## config.mk

```make
export PLATFORM = sky130hd
export DESIGN_NAME = kbd_top
export DESIGN_NICKNAME = d
export VERILOG_FILES = /design/src/kbd_pkg.sv /design/src/kbd_top.sv /design/src/key_decoder.sv /design/src/ps2_rx.sv /design/src/scan_fifo.sv
export SDC_FILE = /design/constraint.sdc
export NUM_CORES = 1
export LEC_CHECK = 0
export ABC_AREA = 1
export BUFFER_PORTS_ARGS = -buffer_cell sky130_fd_sc_hd__buf_2
export CORE_UTILIZATION = 40
export CTS_CLUSTER_SIZE = 25
export DETAILED_ROUTE_END_ITERATION = 8
export PLACE_DENSITY_LB_ADDON = 0.3
export SETUP_SLACK_MARGIN = 0.05
export SYNTH_ARGS = -nofsm -noshare
export SYNTH_HDL_FRONTEND = slang
export SYNTH_SLANG_ARGS = --single-unit
```

## constraint.sdc

```tcl
create_clock -name clk -period 5.05 [get_ports clk]
set_input_delay 1.01 -clock clk [delete_from_list [all_inputs] [get_ports clk]]
set_output_delay 1.01 -clock clk [all_outputs]
set_load 0.02 [all_outputs]
```

## src/kbd_pkg.sv

```systemverilog
`default_nettype none

package kbd_pkg;

    localparam int FRAME_BITS = 11;              // Start, 8 data, parity, stop
    localparam int BIT_CNT_W  = 4;
    localparam int FIFO_DEPTH = 8;
    localparam int FIFO_AW    = 3;
    localparam int COUNT_W    = 8;

    localparam logic [7:0] CODE_EXT   = 8'hE0;   // Extended key prefix
    localparam logic [7:0] CODE_BREAK = 8'hF0;   // Release prefix

    // Scan code set 2 to ASCII, letters and digits only
    function automatic logic [7:0] scan_to_ascii(input logic [7:0] code);
        logic [7:0] ascii;
        case (code)
            8'h1C: ascii = "A";
            8'h32: ascii = "B";
            8'h21: ascii = "C";
            8'h23: ascii = "D";
            8'h24: ascii = "E";
            8'h2B: ascii = "F";
            8'h34: ascii = "G";
            8'h33: ascii = "H";
            8'h43: ascii = "I";
            8'h3B: ascii = "J";
            8'h42: ascii = "K";
            8'h4B: ascii = "L";
            8'h3A: ascii = "M";
            8'h31: ascii = "N";
            8'h44: ascii = "O";
            8'h4D: ascii = "P";
            8'h15: ascii = "Q";
            8'h2D: ascii = "R";
            8'h1B: ascii = "S";
            8'h2C: ascii = "T";
            8'h3C: ascii = "U";
            8'h2A: ascii = "V";
            8'h1D: ascii = "W";
            8'h22: ascii = "X";
            8'h35: ascii = "Y";
            8'h1A: ascii = "Z";
            8'h45: ascii = "0";
            8'h16: ascii = "1";
            8'h1E: ascii = "2";
            8'h26: ascii = "3";
            8'h25: ascii = "4";
            8'h2E: ascii = "5";
            8'h36: ascii = "6";
            8'h3D: ascii = "7";
            8'h3E: ascii = "8";
            8'h46: ascii = "9";
            default: ascii = 8'h00;              // Any other key
        endcase
        return ascii;
    endfunction

endpackage

`default_nettype wire

```

## src/kbd_top.sv

```systemverilog
`default_nettype none

module kbd_top import kbd_pkg::*; (
    input  wire                clk,
    input  wire                reset,
    input  wire                ps2_clk,
    input  wire                ps2_data,
    input  wire                key_ready,
    output logic               key_valid,
    output logic [7:0]         key_code,
    output logic [7:0]         key_ascii,
    output logic               key_break,
    output logic               key_ext,
    output logic [COUNT_W-1:0] release_count,
    output logic               frame_error,
    output logic               overflow
);

    logic [7:0] rx_byte;
    logic       rx_valid;               // Single-cycle push, no stall
    logic [7:0] fifo_byte;
    logic       fifo_valid;
    logic       fifo_ready;

    ps2_rx u_ps2_rx (
        .clk         (clk),
        .reset       (reset),
        .ps2_clk     (ps2_clk),
        .ps2_data    (ps2_data),
        .rx_byte     (rx_byte),
        .rx_valid    (rx_valid),
        .frame_error (frame_error)
    );

    scan_fifo u_scan_fifo (
        .clk        (clk),
        .reset      (reset),
        .rx_byte    (rx_byte),
        .rx_valid   (rx_valid),
        .fifo_byte  (fifo_byte),
        .fifo_valid (fifo_valid),
        .fifo_ready (fifo_ready),
        .overflow   (overflow)
    );

    key_decoder u_key_decoder (
        .clk           (clk),
        .reset         (reset),
        .fifo_byte     (fifo_byte),
        .fifo_valid    (fifo_valid),
        .fifo_ready    (fifo_ready),
        .key_ready     (key_ready),
        .key_valid     (key_valid),
        .key_code      (key_code),
        .key_ascii     (key_ascii),
        .key_break     (key_break),
        .key_ext       (key_ext),
        .release_count (release_count)
    );

endmodule

`default_nettype wire

```

## src/key_decoder.sv

```systemverilog
`default_nettype none

module key_decoder import kbd_pkg::*; (
    input  wire                clk,
    input  wire                reset,
    input  wire  [7:0]         fifo_byte,
    input  wire                fifo_valid,
    output logic               fifo_ready,
    input  wire                key_ready,
    output logic               key_valid,
    output logic [7:0]         key_code,
    output logic [7:0]         key_ascii,
    output logic               key_break,
    output logic               key_ext,
    output logic [COUNT_W-1:0] release_count
);

    logic pend_ext;                     // E0 seen for the coming key
    logic pend_break;                   // F0 seen for the coming key
    logic take;
    logic is_ext;
    logic is_break;
    logic is_final;

    // One event buffer, so bytes are only taken while it is empty
    assign fifo_ready = ~key_valid;
    assign take       = fifo_valid & fifo_ready;
    assign is_ext     = (fifo_byte == CODE_EXT);
    assign is_break   = (fifo_byte == CODE_BREAK);
    assign is_final   = take & ~is_ext & ~is_break;

    always_ff @(posedge clk) begin
        if (reset) begin
            pend_ext      <= 1'b0;
            pend_break    <= 1'b0;
            key_valid     <= 1'b0;
            release_count <= '0;
        end else begin
            if (key_valid && key_ready) begin
                key_valid <= 1'b0;
            end
            if (take && is_ext) begin
                pend_ext <= 1'b1;
            end
            if (take && is_break) begin
                pend_break <= 1'b1;
            end
            if (is_final) begin
                key_valid  <= 1'b1;
                pend_ext   <= 1'b0;                 // Prefixes apply to one key
                pend_break <= 1'b0;
                if (pend_break) begin
                    release_count <= release_count + 1'b1;
                end
            end
        end
    end

    // Event fields, loaded only when a final byte is taken
    always_ff @(posedge clk) begin
        if (is_final) begin
            key_code  <= fifo_byte;
            key_ascii <= scan_to_ascii(fifo_byte);
            key_break <= pend_break;
            key_ext   <= pend_ext;
        end
    end

    assert property (@(posedge clk) disable iff (reset)
        key_valid && !key_ready |=> key_valid
            && $stable({key_code, key_ascii, key_break, key_ext}))
        else $error("key_decoder: event changed while stalled");

endmodule

`default_nettype wire

```

## src/ps2_rx.sv

```systemverilog
`default_nettype none

module ps2_rx import kbd_pkg::*; (
    input  wire        clk,
    input  wire        reset,
    input  wire        ps2_clk,
    input  wire        ps2_data,
    output logic [7:0] rx_byte,
    output logic       rx_valid,
    output logic       frame_error
);

    logic [2:0]            clk_sync;    // Two sync stages plus edge history
    logic [1:0]            data_sync;
    logic [BIT_CNT_W-1:0]  bit_cnt;
    logic [FRAME_BITS-2:0] shift;       // Start, data and parity bits
    logic                  fall;
    logic                  last_bit;
    logic                  frame_ok;

    assign fall     = clk_sync[2] & ~clk_sync[1];
    assign last_bit = (bit_cnt == BIT_CNT_W'(FRAME_BITS - 1));

    // Stop bit is still on the synchronized data line
    assign frame_ok = ~shift[0]                     // Start bit low
                    & data_sync[1]                  // Stop bit high
                    & (^shift[FRAME_BITS-2:1]);     // Odd parity

    always_ff @(posedge clk) begin
        if (reset) begin
            clk_sync  <= '1;                        // Idle lines are high
            data_sync <= '1;
        end else begin
            clk_sync  <= {clk_sync[1:0], ps2_clk};
            data_sync <= {data_sync[0], ps2_data};
        end
    end

    always_ff @(posedge clk) begin
        if (reset) begin
            bit_cnt     <= '0;
            rx_valid    <= 1'b0;
            frame_error <= 1'b0;
        end else begin
            rx_valid <= 1'b0;
            if (fall) begin
                if (last_bit) begin
                    bit_cnt <= '0;                  // Restart on every frame
                    if (frame_ok) begin
                        rx_valid <= 1'b1;
                    end else begin
                        frame_error <= 1'b1;        // Sticky until reset
                    end
                end else begin
                    bit_cnt <= bit_cnt + 1'b1;
                end
            end
        end
    end

    always_ff @(posedge clk) begin
        if (fall) begin
            if (last_bit) begin
                rx_byte <= shift[FRAME_BITS-3:1];
            end else begin
                shift[bit_cnt] <= data_sync[1];
            end
        end
    end

    // The keyboard clock is far slower than clk, so pushes never merge
    assert property (@(posedge clk) disable iff (reset) rx_valid |=> !rx_valid)
        else $error("ps2_rx: rx_valid high on consecutive cycles");

endmodule

`default_nettype wire

```

## src/scan_fifo.sv

```systemverilog
`default_nettype none

module scan_fifo import kbd_pkg::*; (
    input  wire        clk,
    input  wire        reset,
    input  wire  [7:0] rx_byte,
    input  wire        rx_valid,
    output logic [7:0] fifo_byte,
    output logic       fifo_valid,
    input  wire        fifo_ready,
    output logic       overflow
);

    logic [7:0]         mem [FIFO_DEPTH];
    logic [FIFO_AW-1:0] wr_ptr;
    logic [FIFO_AW-1:0] rd_ptr;
    logic [FIFO_AW:0]   count;          // Occupancy, 0 to FIFO_DEPTH
    logic               full;
    logic               push;
    logic               pop;

    assign full       = (count == (FIFO_AW + 1)'(FIFO_DEPTH));
    assign pop        = fifo_valid & fifo_ready;
    assign push       = rx_valid & (~full | pop);   // Full but draining is fine
    assign fifo_valid = (count != '0);
    assign fifo_byte  = mem[rd_ptr];

    always_ff @(posedge clk) begin
        if (reset) begin
            wr_ptr   <= '0;
            rd_ptr   <= '0;
            count    <= '0;
            overflow <= 1'b0;
        end else begin
            if (push) begin
                wr_ptr <= wr_ptr + 1'b1;            // Wraps at FIFO_DEPTH
            end
            if (pop) begin
                rd_ptr <= rd_ptr + 1'b1;
            end
            case ({push, pop})
                2'b10:   count <= count + 1'b1;
                2'b01:   count <= count - 1'b1;
                default: count <= count;
            endcase
            if (rx_valid && !push) begin
                overflow <= 1'b1;                   // Byte dropped
            end
        end
    end

    always_ff @(posedge clk) begin
        if (push) begin
            mem[wr_ptr] <= rx_byte;
        end
    end

    assert property (@(posedge clk) disable iff (reset)
        count <= (FIFO_AW + 1)'(FIFO_DEPTH))
        else $error("scan_fifo: occupancy above depth");

    assert property (@(posedge clk) disable iff (reset)
        fifo_valid && !fifo_ready |=> fifo_valid && $stable(fifo_byte))
        else $error("scan_fifo: head byte changed while stalled");

endmodule

`default_nettype wire

```

==> run_results.csv, run 1 <==
group,metric,value,unit
status,status,"finished clean",
power_and_ir_drop,peakVddDrop,0.2711,mV
timing,tightest_slew,1.040,ns
global_routing,grt_pass1_vias,4319,
critical_path,path_cells,"inv_2 > nand2_1 > nand3_1 > nand3_1 > nand2_1 > ha_1 > nand3_2 > nor2_2 > nand2_2 > nand2_1 > inv_1",
floorplan,die_h,129.0,µm
timing,rsz0062_at_grt,"false",
global_routing,grt_max_degree,34,
detailed_routing,topRoutingLayerUsed,"met4",
global_routing,antenna_found_initial,0,
critical_path,crit_path_top_delay_cell,"dfxtp_1",
finish,fin_nets,760,
timing,maxSlewHeadroom,0.3059,
critical_path,endpoint_kind,"flip-flop",
clocking,clock_sinks,135,
finish,final_util,0.4612,
finish,antenna_cells,0,
critical_path,cp_num_buf_inv,2,
power_and_ir_drop,finalPower,0.003968,W
synth,seq_area_frac_synth,0.5729,
detailed_routing,drt-met1-wl,6188,µm
clocking,postCtsSetupRepairBufs,0,
finish,final_common_cell,"nand2_1",
finish,fin_area,7300,µm²
detailed_routing,wl_met2,6003,µm
floorplan,die_x,129.0,µm
clocking,cts_buffer_depth,2,
floorplan,start_util,0.4074,
detailed_routing,wl,12900,µm
critical_path,cp_common_cell,"nand2_1",
timing,period_share,0.7334,
synth,yosys_warnings,0,
floorplan,fp.dieArea,16630,µm²
timing,finalClockSkew,0.01084,ns
finish,area_growth_syn_to_layout,13.22,%
critical_path,path_max_fanout,33,
detailed_routing,wire_per_inst,13.33,µm
timing,slew_viol_final,0,
detailed_routing,drt_iter0_drc,402,
placed_design,place_congestion,0.8775,
power_and_ir_drop,p_leak,3.102,nW
timing,finalHoldViolCount,0,
global_routing,overflow,0,
placed_design,portBuffers,32,
clocking,htree_levels,4,
detailed_routing,met3_length,418,µm
global_routing,globalRouteTotalUtil,0.1684,
timing,period_needed,3.703,ns
clocking,cts_tree,"done",
synth,syn_area_per_cell,9.107,µm²
detailed_routing,dr_total_vias,4599,
critical_path,worst_ep_arrival_time,3.75,ns
synth,synthesis.area,6447,µm²
detailed_routing,viasPerCell,4.751,
floorplan,rows,46,
detailed_routing,drt_first_pass_iters,5,
synth,yosysUniqueCellTypes,33,
placed_design,hpwl,9088,µm
clocking,ctsHoldBuffers,0,
synth,syn_nets,729,
critical_path,cp_top_family,"simple AND/OR/NAND/NOR gates",
detailed_routing,drc,0,
timing,setup_viol,0,
min_path,hold_class,"reg -> reg",
power_and_ir_drop,power_density,543.5,nW/µm²
run,maxCapViolCount,0,
clocking,path_clk_slew,0.06,ns
critical_path,crit_type,"reg -> reg",
placed_design,placed_cell_area,6738,µm²
global_routing,grt_pass1_wl,21050,µm
floorplan,coreArea,15830,µm²
detailed_routing,drt.antenna.violating_nets,0,
critical_path,cp-start-kind,"flip-flop",
clocking,cts_buffers,17,
critical_path,cp.required,5.09,ns
synth,synthCells,708,
min_path,worstHoldStart,"u_ps2_rx.data_sync[0]",
critical_path,slowest_delay,1.01,ns
floorplan,boundaryPins,34,
critical_path,r2r_setup_slack,1.35,ns
timing,fin_setup_tns,0,ns
clocking,cts_root_buf,"clkbuf_16",
synth,ys_ff_latch,135,
clocking,cts_resized,0,
clocking,insertion_delay,0.42,ns
finish,drive_gt1_frac,0.1170,
finish,layout_common_cells,"199 x nand2_1, 99 x inv_1, 99 x edfxtp_1",
timing,fmax,270.0,MHz
-- metal layers --
layer,vias up,track usage
met3,22,0.04615
met4,0,0.07474
li1,2356,-
met1,2125,0.2137
met5,-,0
met2,96,0.2690
-- sequential cells by signal, summed over array words and instances, names as in the netlist, named ones only --
| signal | count |
|---|---|
| u_scan_fifo.mem | 64 |
| u_ps2_rx.shift | 10 |
| u_key_decoder.key_code | 8 |
| u_key_decoder.release_count | 8 |
| u_ps2_rx.rx_byte | 8 |
| u_key_decoder.key_ascii | 7 |
| u_ps2_rx.bit_cnt | 4 |
| u_scan_fifo.count | 4 |
| u_ps2_rx.clk_sync | 3 |
| u_scan_fifo.rd_ptr | 3 |
| u_scan_fifo.wr_ptr | 3 |
| u_ps2_rx.data_sync | 2 |
| u_key_decoder.key_break | 1 |
| u_key_decoder.key_ext | 1 |
| u_key_decoder.key_valid | 1 |
| u_key_decoder.pend_break | 1 |
| u_key_decoder.pend_ext | 1 |
| u_ps2_rx.frame_error | 1 |
| u_ps2_rx.rx_valid | 1 |
| u_scan_fifo.overflow | 1 |
-- logic make-up (layout without fill, tap and decap cells) --
group           after synthesis  count (layout)  share of synthesized area
compound gates               58              58                    0.04755
xor+xnor                     16              16                    0.02174
fa+ha+maj                    16              16                    0.03105
buf+inv                     123             167                    0.08170
flops                       135             135                     0.5729
other cells                   1               1                  0.0005816
simple gates                359             359                     0.2445
-- cell usage after synthesis --
cell      number  area share
nor2_4         2      0.0035
a21oi_2        1      0.0014
nand3_1       67       0.052
buf_4          8      0.0093
dfxtp_1       36        0.11
buf_6          4      0.0070
conb_1         1     0.00058
nand2_1      199        0.12
nor2_1        53       0.031
nor2_2         3      0.0029
nand4_1       10      0.0097
nand3_2        4      0.0062
o21ai_0       20       0.016
nor2_8         1      0.0031
or2_2          5      0.0049
o21bai_1       1      0.0012
nand3_4        1      0.0027
a31oi_2        1      0.0019
ha_1          16       0.031
buf_1          1     0.00058
xor2_1         7      0.0095
xnor2_1        9       0.012
nand2_2        8      0.0078
a21oi_1       34       0.026
nor3_1         5      0.0039
clkinv_1       1     0.00058
inv_2          3      0.0017
inv_1         99       0.058
o21a_1         1      0.0012
edfxtp_1      99        0.46
buf_2          4      0.0031
nand3b_1       1      0.0012
clkbuf_1       3      0.0017
-- power breakdown --
group | internal [W] | switching, W
clock | 0.000725 | 0.000458
combinational | 0.000414 | 0.000959
sequential | 0.00133 | 0.0000826
total | 0.00247 | 0.00150
-- path summary, 6_finish.rpt --
| check | endpoint | cells past startpoint |
|---|---|---|
| worst min register to register | u_ps2_rx.data_sync[1] | 1 |
| worst max-delay path | u_key_decoder.key_code[0] | 11 |
| worst min-delay path | u_ps2_rx.data_sync[1] | 1 |
| worst max register to register | u_key_decoder.key_code[0] | 11 |
-- per-stage QoR --
step / cells / worst slack, ns / hold WS (ns)
6_report: 968 / 1.347 / 0.4195
5_1_grt: 968 / 0.9563 / 0.4258
4_1_cts: 968 / 1.341 / 0.4222
3_5_place_dp: 936 / 1.350 / 0.3942
3_3_place_gp: 936 / 1.489 / 0.3908
2_1_floorplan: 708 / 2.605 / 0.3895
-- final cells by class --
cell class	count	area [µm²]
fill	1520	8528
sequential	135	3694
multi-input combinational	450	2227
clock buffer	20	436.7
inverter	103	386.6
tap	216	270.3
timing repair buffer	32	160.2
clock inverter	12	125.1
-- worst register-to-register path, delay by kind of cell, from the launching register on --
| kind | cells | cell delay, ns |
|---|---|---|
| simple gates | 8 | 1.06 |
| flops | 1 | 1.01 |
| buf+inv | 2 | 0.96 |
| fa+ha+maj | 1 | 0.31 |
No activity file was read; power rests on OpenSTA's default activity.
==> run 2, diff against run 1 <==
- clock period: 5.05 -> 3.3 ns (I/O delays scaled with it)
==> run 2 against run 1 <==
Cell area is 0.82% higher; critical path depth did not move; worst setup slack worse by 0.69 ns; via count decreased by 0.37%; register-to-register slack got worse by 0.69 ns; hold slack got worse by 0.011 ns; fmax up 40%; sequential power up 49%; clock skew decreased by 0.00094 ns; first-iteration DRC count down 12%; largest cell class unchanged.
==> run_results.csv, run 2 (synthesized netlist as in run 1, its figures left out) <==
group,metric,value,unit
critical_path,reg2reg_depth,11,
timing,fmax,378.8,MHz
critical_path,regToRegEndpoint,"u_key_decoder.key_code[1]",
global_routing,overflow,0,
floorplan,start_util,0.4074,
finish,fin_nets,770,
finish,final_common_cell,"nand2_1",
detailed_routing,wire_per_inst,13.11,µm
detailed_routing,drt_first_pass_iters,5,
global_routing,antenna_found_initial,0,
floorplan,fp.dieArea,16630,µm²
clocking,cts_buffers,17,
critical_path,cp-start-kind,"flip-flop",
finish,antenna_cells,0,
floorplan,die_x,129.0,µm
clocking,cts_resized,0,
clocking,htree_levels,4,
min_path,worstHoldStart,"u_ps2_rx.data_sync[0]",
detailed_routing,wl,12820,µm
global_routing,globalRouteTotalUtil,0.1678,
timing,finalHoldViolCount,0,
finish,layout_common_cells,"199 x nand2_1, 99 x inv_1, 99 x edfxtp_1",
clocking,cts_buffer_depth,2,
finish,final_util,0.4650,
timing,finalClockSkew,0.009897,ns
placed_design,portBuffers,32,
global_routing,grt_pass1_wl,21120,µm
run,maxCapViolCount,0,
timing,slew_viol_final,0,
critical_path,endpoint_kind,"flip-flop",
floorplan,boundaryPins,34,
clocking,insertion_delay,0.42,ns
finish,drive_gt1_frac,0.1339,
finish,area_growth_syn_to_layout,14.15,%
timing,setup_viol,0,
critical_path,cp.required,3.36,ns
critical_path,path_max_fanout,32,
detailed_routing,drt.antenna.violating_nets,0,
timing,period_share,0.8001,
detailed_routing,drc,0,
power_and_ir_drop,power_density,821.2,nW/µm²
timing,fin_setup_tns,0,ns
floorplan,coreArea,15830,µm²
floorplan,rows,46,
global_routing,grt_pass1_vias,4321,
clocking,cts_root_buf,"clkbuf_16",
clocking,path_clk_slew,0.06,ns
clocking,ctsHoldBuffers,0,
detailed_routing,viasPerCell,4.685,
finish,reg.largest.list,"u_scan_fifo.mem (64), u_ps2_rx.shift (10)",
min_path,min_delay_path_depth,1,
clocking,postCtsSetupRepairBufs,0,
status,status,"finished clean",
detailed_routing,drt_iter0_drc,355,
placed_design,place_inst,946,
placed_design,place_congestion,0.9078,
min_path,hold_class,"reg -> reg",
critical_path,r2r_setup_slack,0.66,ns
min_path,whs_endpoint,"u_ps2_rx.data_sync[1]",
placed_design,hpwl,9102,µm
power_and_ir_drop,p_leak,3.146,nW
floorplan,die_h,129.0,µm
timing,period_needed,2.640,ns
timing,tightest_slew,0.9491,ns
power_and_ir_drop,peakVddDrop,0.4752,mV
critical_path,crit_type,"reg -> reg",
finish,regMostFlops,"u_scan_fifo.mem",
clocking,cts_tree,"done",
detailed_routing,dr_total_vias,4582,
finish,fin_cells,978,
global_routing,grt_max_degree,33,
critical_path,worst_ep_arrival_time,2.70,ns
timing,maxSlewHeadroom,0.3649,
timing,rsz0062_at_grt,"false",
finish,largest_reg_flops,64,
clocking,clock_sinks,135,
## run 2: cell types whose count changed in the layout (fill, tap and decap cells not counted)
cell	change
inv_6	+1
bufinv_16	-2
clkbuf_1	-2
clkinv_2	-1
inv_8	+2
clkinvlp_4	+1
buf_4	+10
clkinv_4	+3
clkinv_1	-2
## run 2: metrics by stage
stage               hold WS, ns  cell area [µm²]  total power [W]  setup slack (ns)
floorplan                0.3895             6447         0.003871            0.8550
global placement         0.3914             6813         0.004353            0.7331
detailed placement       0.3979             6813         0.004346            0.6505
CTS                      0.4082             7360         0.006079            0.6427
global route             0.4136             7360         0.006461            0.3568
finish                   0.4089             7360         0.006044            0.6598
## run 2: worst max-delay path, cell delays in order (launching register included)
cell and delay, ns:
dfxtp_1 0.34, buf_4 0.31, nand2_1 0.10, nand3_1 0.09
nand3_1 0.07, nand2_1 0.22, ha_1 0.25, nand3_2 0.13
nor2_2 0.15, nand2_2 0.16, nand2_1 0.16, inv_1 0.30
## run 2: layout make-up
| cell class | count | area [µm²] |
|---|---|---|
| Fill cell | 1477 | 8468 |
| Sequential cell | 135 | 3694 |
| Multi-Input combinational cell | 450 | 2227 |
| Clock buffer | 18 | 429.2 |
| Inverter | 103 | 386.6 |
| Tap cell | 216 | 270.3 |
| Timing Repair Buffer | 42 | 235.2 |
| Clock inverter | 14 | 117.6 |
## run 2: worst max-delay path by stage
stage	slack, ns	startpoint	endpoint
2_1_floorplan	0.85	flip-flop	u_key_decoder.key_ascii[0]
3_3_place_gp	0.73	flip-flop	u_key_decoder.key_code[1]
3_5_place_dp	0.65	flip-flop	u_key_decoder.key_code[1]
4_1_cts	0.64	flip-flop	u_key_decoder.key_code[1]
5_1_grt	0.36	flip-flop	u_key_decoder.key_ascii[2]
6_report	0.66	flip-flop	u_key_decoder.key_code[1]
## run 2: where the power goes
| part | leakage, nW | internal [W] | switching [W] | total, W |
|---|---|---|---|---|
| clock network | 0.265 | 0.000979 | 0.000742 | 0.00172 |
| registers | 1.20 | 0.00203 | 0.0000663 | 0.00210 |
| logic | 1.68 | 0.000671 | 0.00155 | 0.00222 |
| total | 3.15 | 0.00368 | 0.00236 | 0.00604 |
## run 2: layer usage
layer | routed length, µm | global-route usage | vias to the layer above
met5 | 0 | 0 | -
met3 | 448 | 0.03784 | 13
met4 | 176 | 0.06228 | 0
met2 | 6083 | 0.2700 | 102
li1 | - | - | 2380
met1 | 6112 | 0.2215 | 2087
==> run 3, diff against run 2 <==
- ABC_AREA: 1 -> 0
- clock period: 3.3 -> 2.3 ns (I/O delays scaled with it)
==> run 3 against run 2 <==
The run now ends with setup timing left; core utilization rose by 8.7 points; non-clock buffer count is 75 higher; critical path depth shrank 3; final cell count down 21%; area after synthesis decreased by 7.7%; hold slack got worse by 0.19 ns.
==> run_results.csv, run 3 <==
group,metric,value,unit
synth,synthTopCellsByCount,"99 x edfxtp_1, 44 x nor2_1, 36 x dfxtp_1",
synth,async_flop_share,0,
finish,reg.largest.list,"u_scan_fifo.mem (64), u_ps2_rx.shift (10)",
finish,final_util,0.5523,
finish,fin_cells,769,
finish,area_growth_syn_to_layout,34.96,%
power_and_ir_drop,power_density,1267,nW/µm²
global_routing,grt_max_degree,34,
finish,largest_reg_flops,64,
critical_path,path_max_fanout,7,
clocking,clock_sinks,135,
synth,synthesis.area,5948,µm²
clocking,insertion_delay,0.42,ns
critical_path,reg2reg_depth,8,
placed_design,place_ws,-0.2823,ns
synth,yosysUniqueCellTypes,58,
min_path,whs_endpoint,"u_ps2_rx.clk_sync[0]",
floorplan,boundaryPins,34,
placed_design,place_congestion,0.9178,
floorplan,die_x,123.9,µm
power_and_ir_drop,combPwrFrac,0.444,
finish,antenna_cells,0,
synth,ys.flop_type,"edfxtp_1",
power_and_ir_drop,p_leak,2.924,nW
synth,syn_area_per_cell,12.93,µm²
synth,synth_area_leaders,"edfxtp_1 50%, dfxtp_1 12%, mux4_2 4.5%",
critical_path,cp.required,2.47,ns
power_and_ir_drop,power.share.sequential,0.301,
critical_path,worst_ep_arrival_time,2.66,ns
floorplan,fp.dieArea,15360,µm²
synth,seq_area_frac_synth,0.6210,
synth,synth_edf_count,99,
global_routing,antenna_found_initial,0,
detailed_routing,drt_iter0_drc,275,
critical_path,crit_type,"reg -> reg",
detailed_routing,dr_total_vias,4043,
clocking,cts_root_buf,"clkbuf_16",
timing,finalClockSkew,0.007412,ns
global_routing,grt_pass1_wl,20290,µm
clocking,path_clk_slew,0.06,ns
floorplan,die_h,123.9,µm
synth,yosysTopAreaCell,"edfxtp_1",
run,maxCapViolCount,0,
synth,synthCells,460,
clocking,htree_levels,4,
min_path,hold_class,"in -> reg",
synth,yosys_warnings,0,
finish,fin_nets,594,
critical_path,regToRegEndpoint,"u_key_decoder.key_ascii[2]",
power_and_ir_drop,p_int,0.006704,W
global_routing,grt_pass1_vias,3881,
finish,fillerInstances,1172,
global_routing,overflow,0,
power_and_ir_drop,switching_share,0.3410,
detailed_routing,wire_per_inst,17.15,µm
status,status,"complete, but fails checks",
timing,maxSlewHeadroom,0.6301,
placed_design,portBuffers,32,
timing,setup_viol,31,
detailed_routing,drt.antenna.violating_nets,0,
clocking,cts_tree,"done",
placed_design,place_inst,721,
critical_path,r2r_setup_slack,-0.19,ns
power_and_ir_drop,peakVddDrop,0.5327,mV
finish,drive_gt1_frac,0.4120,
detailed_routing,drc,0,
clocking,cts_buffer_depth,2,
timing,hold_slack,0.2234,ns
power_and_ir_drop,p_clk_frac,0.255,
timing,layout_setup_ws,-0.1900,ns
finish,layout_common_cells,"99 x edfxtp_1, 60 x buf_4, 37 x nor2_1",
finish,regMostFlops,"u_scan_fifo.mem",
timing,rsz0062_at_grt,"true",
placed_design,hpwl,8517,µm
floorplan,start_util,0.4093,
synth,ys_ff_latch,135,
critical_path,endpoint_kind,"flip-flop",
clocking,cts_buffers,17,
synth,syn_nets,481,
power_and_ir_drop,p_sw,0.003469,W
timing,tightest_slew,0.5548,ns
floorplan,rows,44,
timing,slew_viol_final,0,
min_path,min_delay_path_depth,2,
timing,period_share,1.083,
critical_path,cp-start-kind,"flip-flop",
status,violations,"setup timing",
detailed_routing,viasPerCell,5.257,
timing,fmax,401.6,MHz
timing,finalHoldViolCount,0,
timing,period_needed,2.490,ns
detailed_routing,wl,13190,µm
detailed_routing,drt_first_pass_iters,4,
floorplan,coreArea,14530,µm²
synth,synth_most_common_cell,"edfxtp_1",
clocking,ctsHoldBuffers,0,
synth,synth_top_area_frac,0.4998,
global_routing,globalRouteTotalUtil,0.1817,
finish,final_common_cell,"edfxtp_1",
min_path,worstHoldStart,"ps2_clk",
-- run 3: cell types whose count changed in the layout (fill, tap and decap cells not counted), moves of 8 or more --
cell | previous run | this run
nand2_1 | 199 | 27
inv_1 | 99 | 3
nand3_1 | 67 | 11
buf_4 | 10 | 60
nor2_1 | 53 | 37
a21oi_1 | 34 | 20
buf_6 | 0 | 13
mux4_2 | 0 | 12
nand2b_1 | 0 | 9
mux2i_1 | 0 | 8
o21ai_0 | 20 | 12
-- run 3: repair_timing --
item                                    CTS  global route
pin swaps                                 8            33
buffers inserted                          8             9
endpoints found under the setup margin   36            36
gates resized for setup                  40            70
gates cloned                              1             2
-- run 3: power by group through the flow --
stage | Clock, W | Sequential, W | Combinational, W
CTS | 0.00263 | 0.00306 | 0.00381
floorplan | 0 | 0.00324 | 0.00188
detailed placement | 0 | 0.00309 | 0.00329
finish | 0.00259 | 0.00307 | 0.00452
global placement | 0 | 0.00308 | 0.00327
global route | 0.00274 | 0.00310 | 0.00480
-- run 3: stage by stage --
| stage | cell area, µm² | TNS (ns) | power [W] |
|---|---|---|---|
| 6_report | 8028 | -3.143 | 0.01017 |
| 5_1_grt | 8028 | -6.161 | 0.01064 |
| 4_1_cts | 7620 | -2.543 | 0.009506 |
| 3_5_place_dp | 6803 | -5.175 | 0.006375 |
| 3_3_place_gp | 6803 | -4.250 | 0.006348 |
| 2_1_floorplan | 6001 | -6.593 | 0.005124 |
-- run 3: how the worst max path moves through the flow --
stage / startpoint / end / slack, ns / cells after the start
2_1_floorplan: flip-flop / u_key_decoder.key_ascii[5] / -0.25 / 10
3_5_place_dp: flip-flop / u_key_decoder.key_ascii[4] / -0.28 / 7
3_3_place_gp: flip-flop / u_key_decoder.key_ascii[3] / -0.32 / 9
5_1_grt: flip-flop / u_key_decoder.key_ascii[6] / -0.28 / 8
4_1_cts: flip-flop / u_key_decoder.key_ascii[3] / -0.16 / 8
6_report: flip-flop / u_key_decoder.key_ascii[2] / -0.19 / 8
-- run 3: layout make-up --
class,count,area (µm²),share of cell area
sequential,135,3704,0.4613
multi-input combinational,290,2472,0.3080
timing repair buffer,117,994.7,0.1239
clock buffer,18,429.2,0.05346
tap,184,230.2,0.02868
clock inverter,13,131.4,0.01637
inverter,12,66.31,0.008261
-- run 3: critical path: stages (launching register included) --
cell and delay, ns:
dfxtp_4 0.41, buf_8 0.15, mux4_2 0.53, mux2i_4 0.31, clkinv_4 0.21, nand2_2 0.12
a21oi_1 0.06, o21a_1 0.12, o311a_1 0.34
-- run 3: logic make-up (layout without fill, tap and decap cells) --
kind of cell    count (synthesis)  after routing  synth area share
compound gates                 70             70           0.07615
xor+xnor                       23             23           0.03387
fa+ha+maj                      16             16           0.03366
buf+inv                        35            160           0.03218
flops                         135            135            0.6210
mux                            30             30           0.08119
other cells                     1              1         0.0006304
simple gates                  150            150            0.1214
-- run 3: metal layers --
metal  track usage  up-vias  wire, µm
met5             0        -         0
li1              -     1939         -
met1        0.2335     1977      5828
met2        0.2910      102      6577
met3       0.04167       25       504
met4       0.08557        0       282
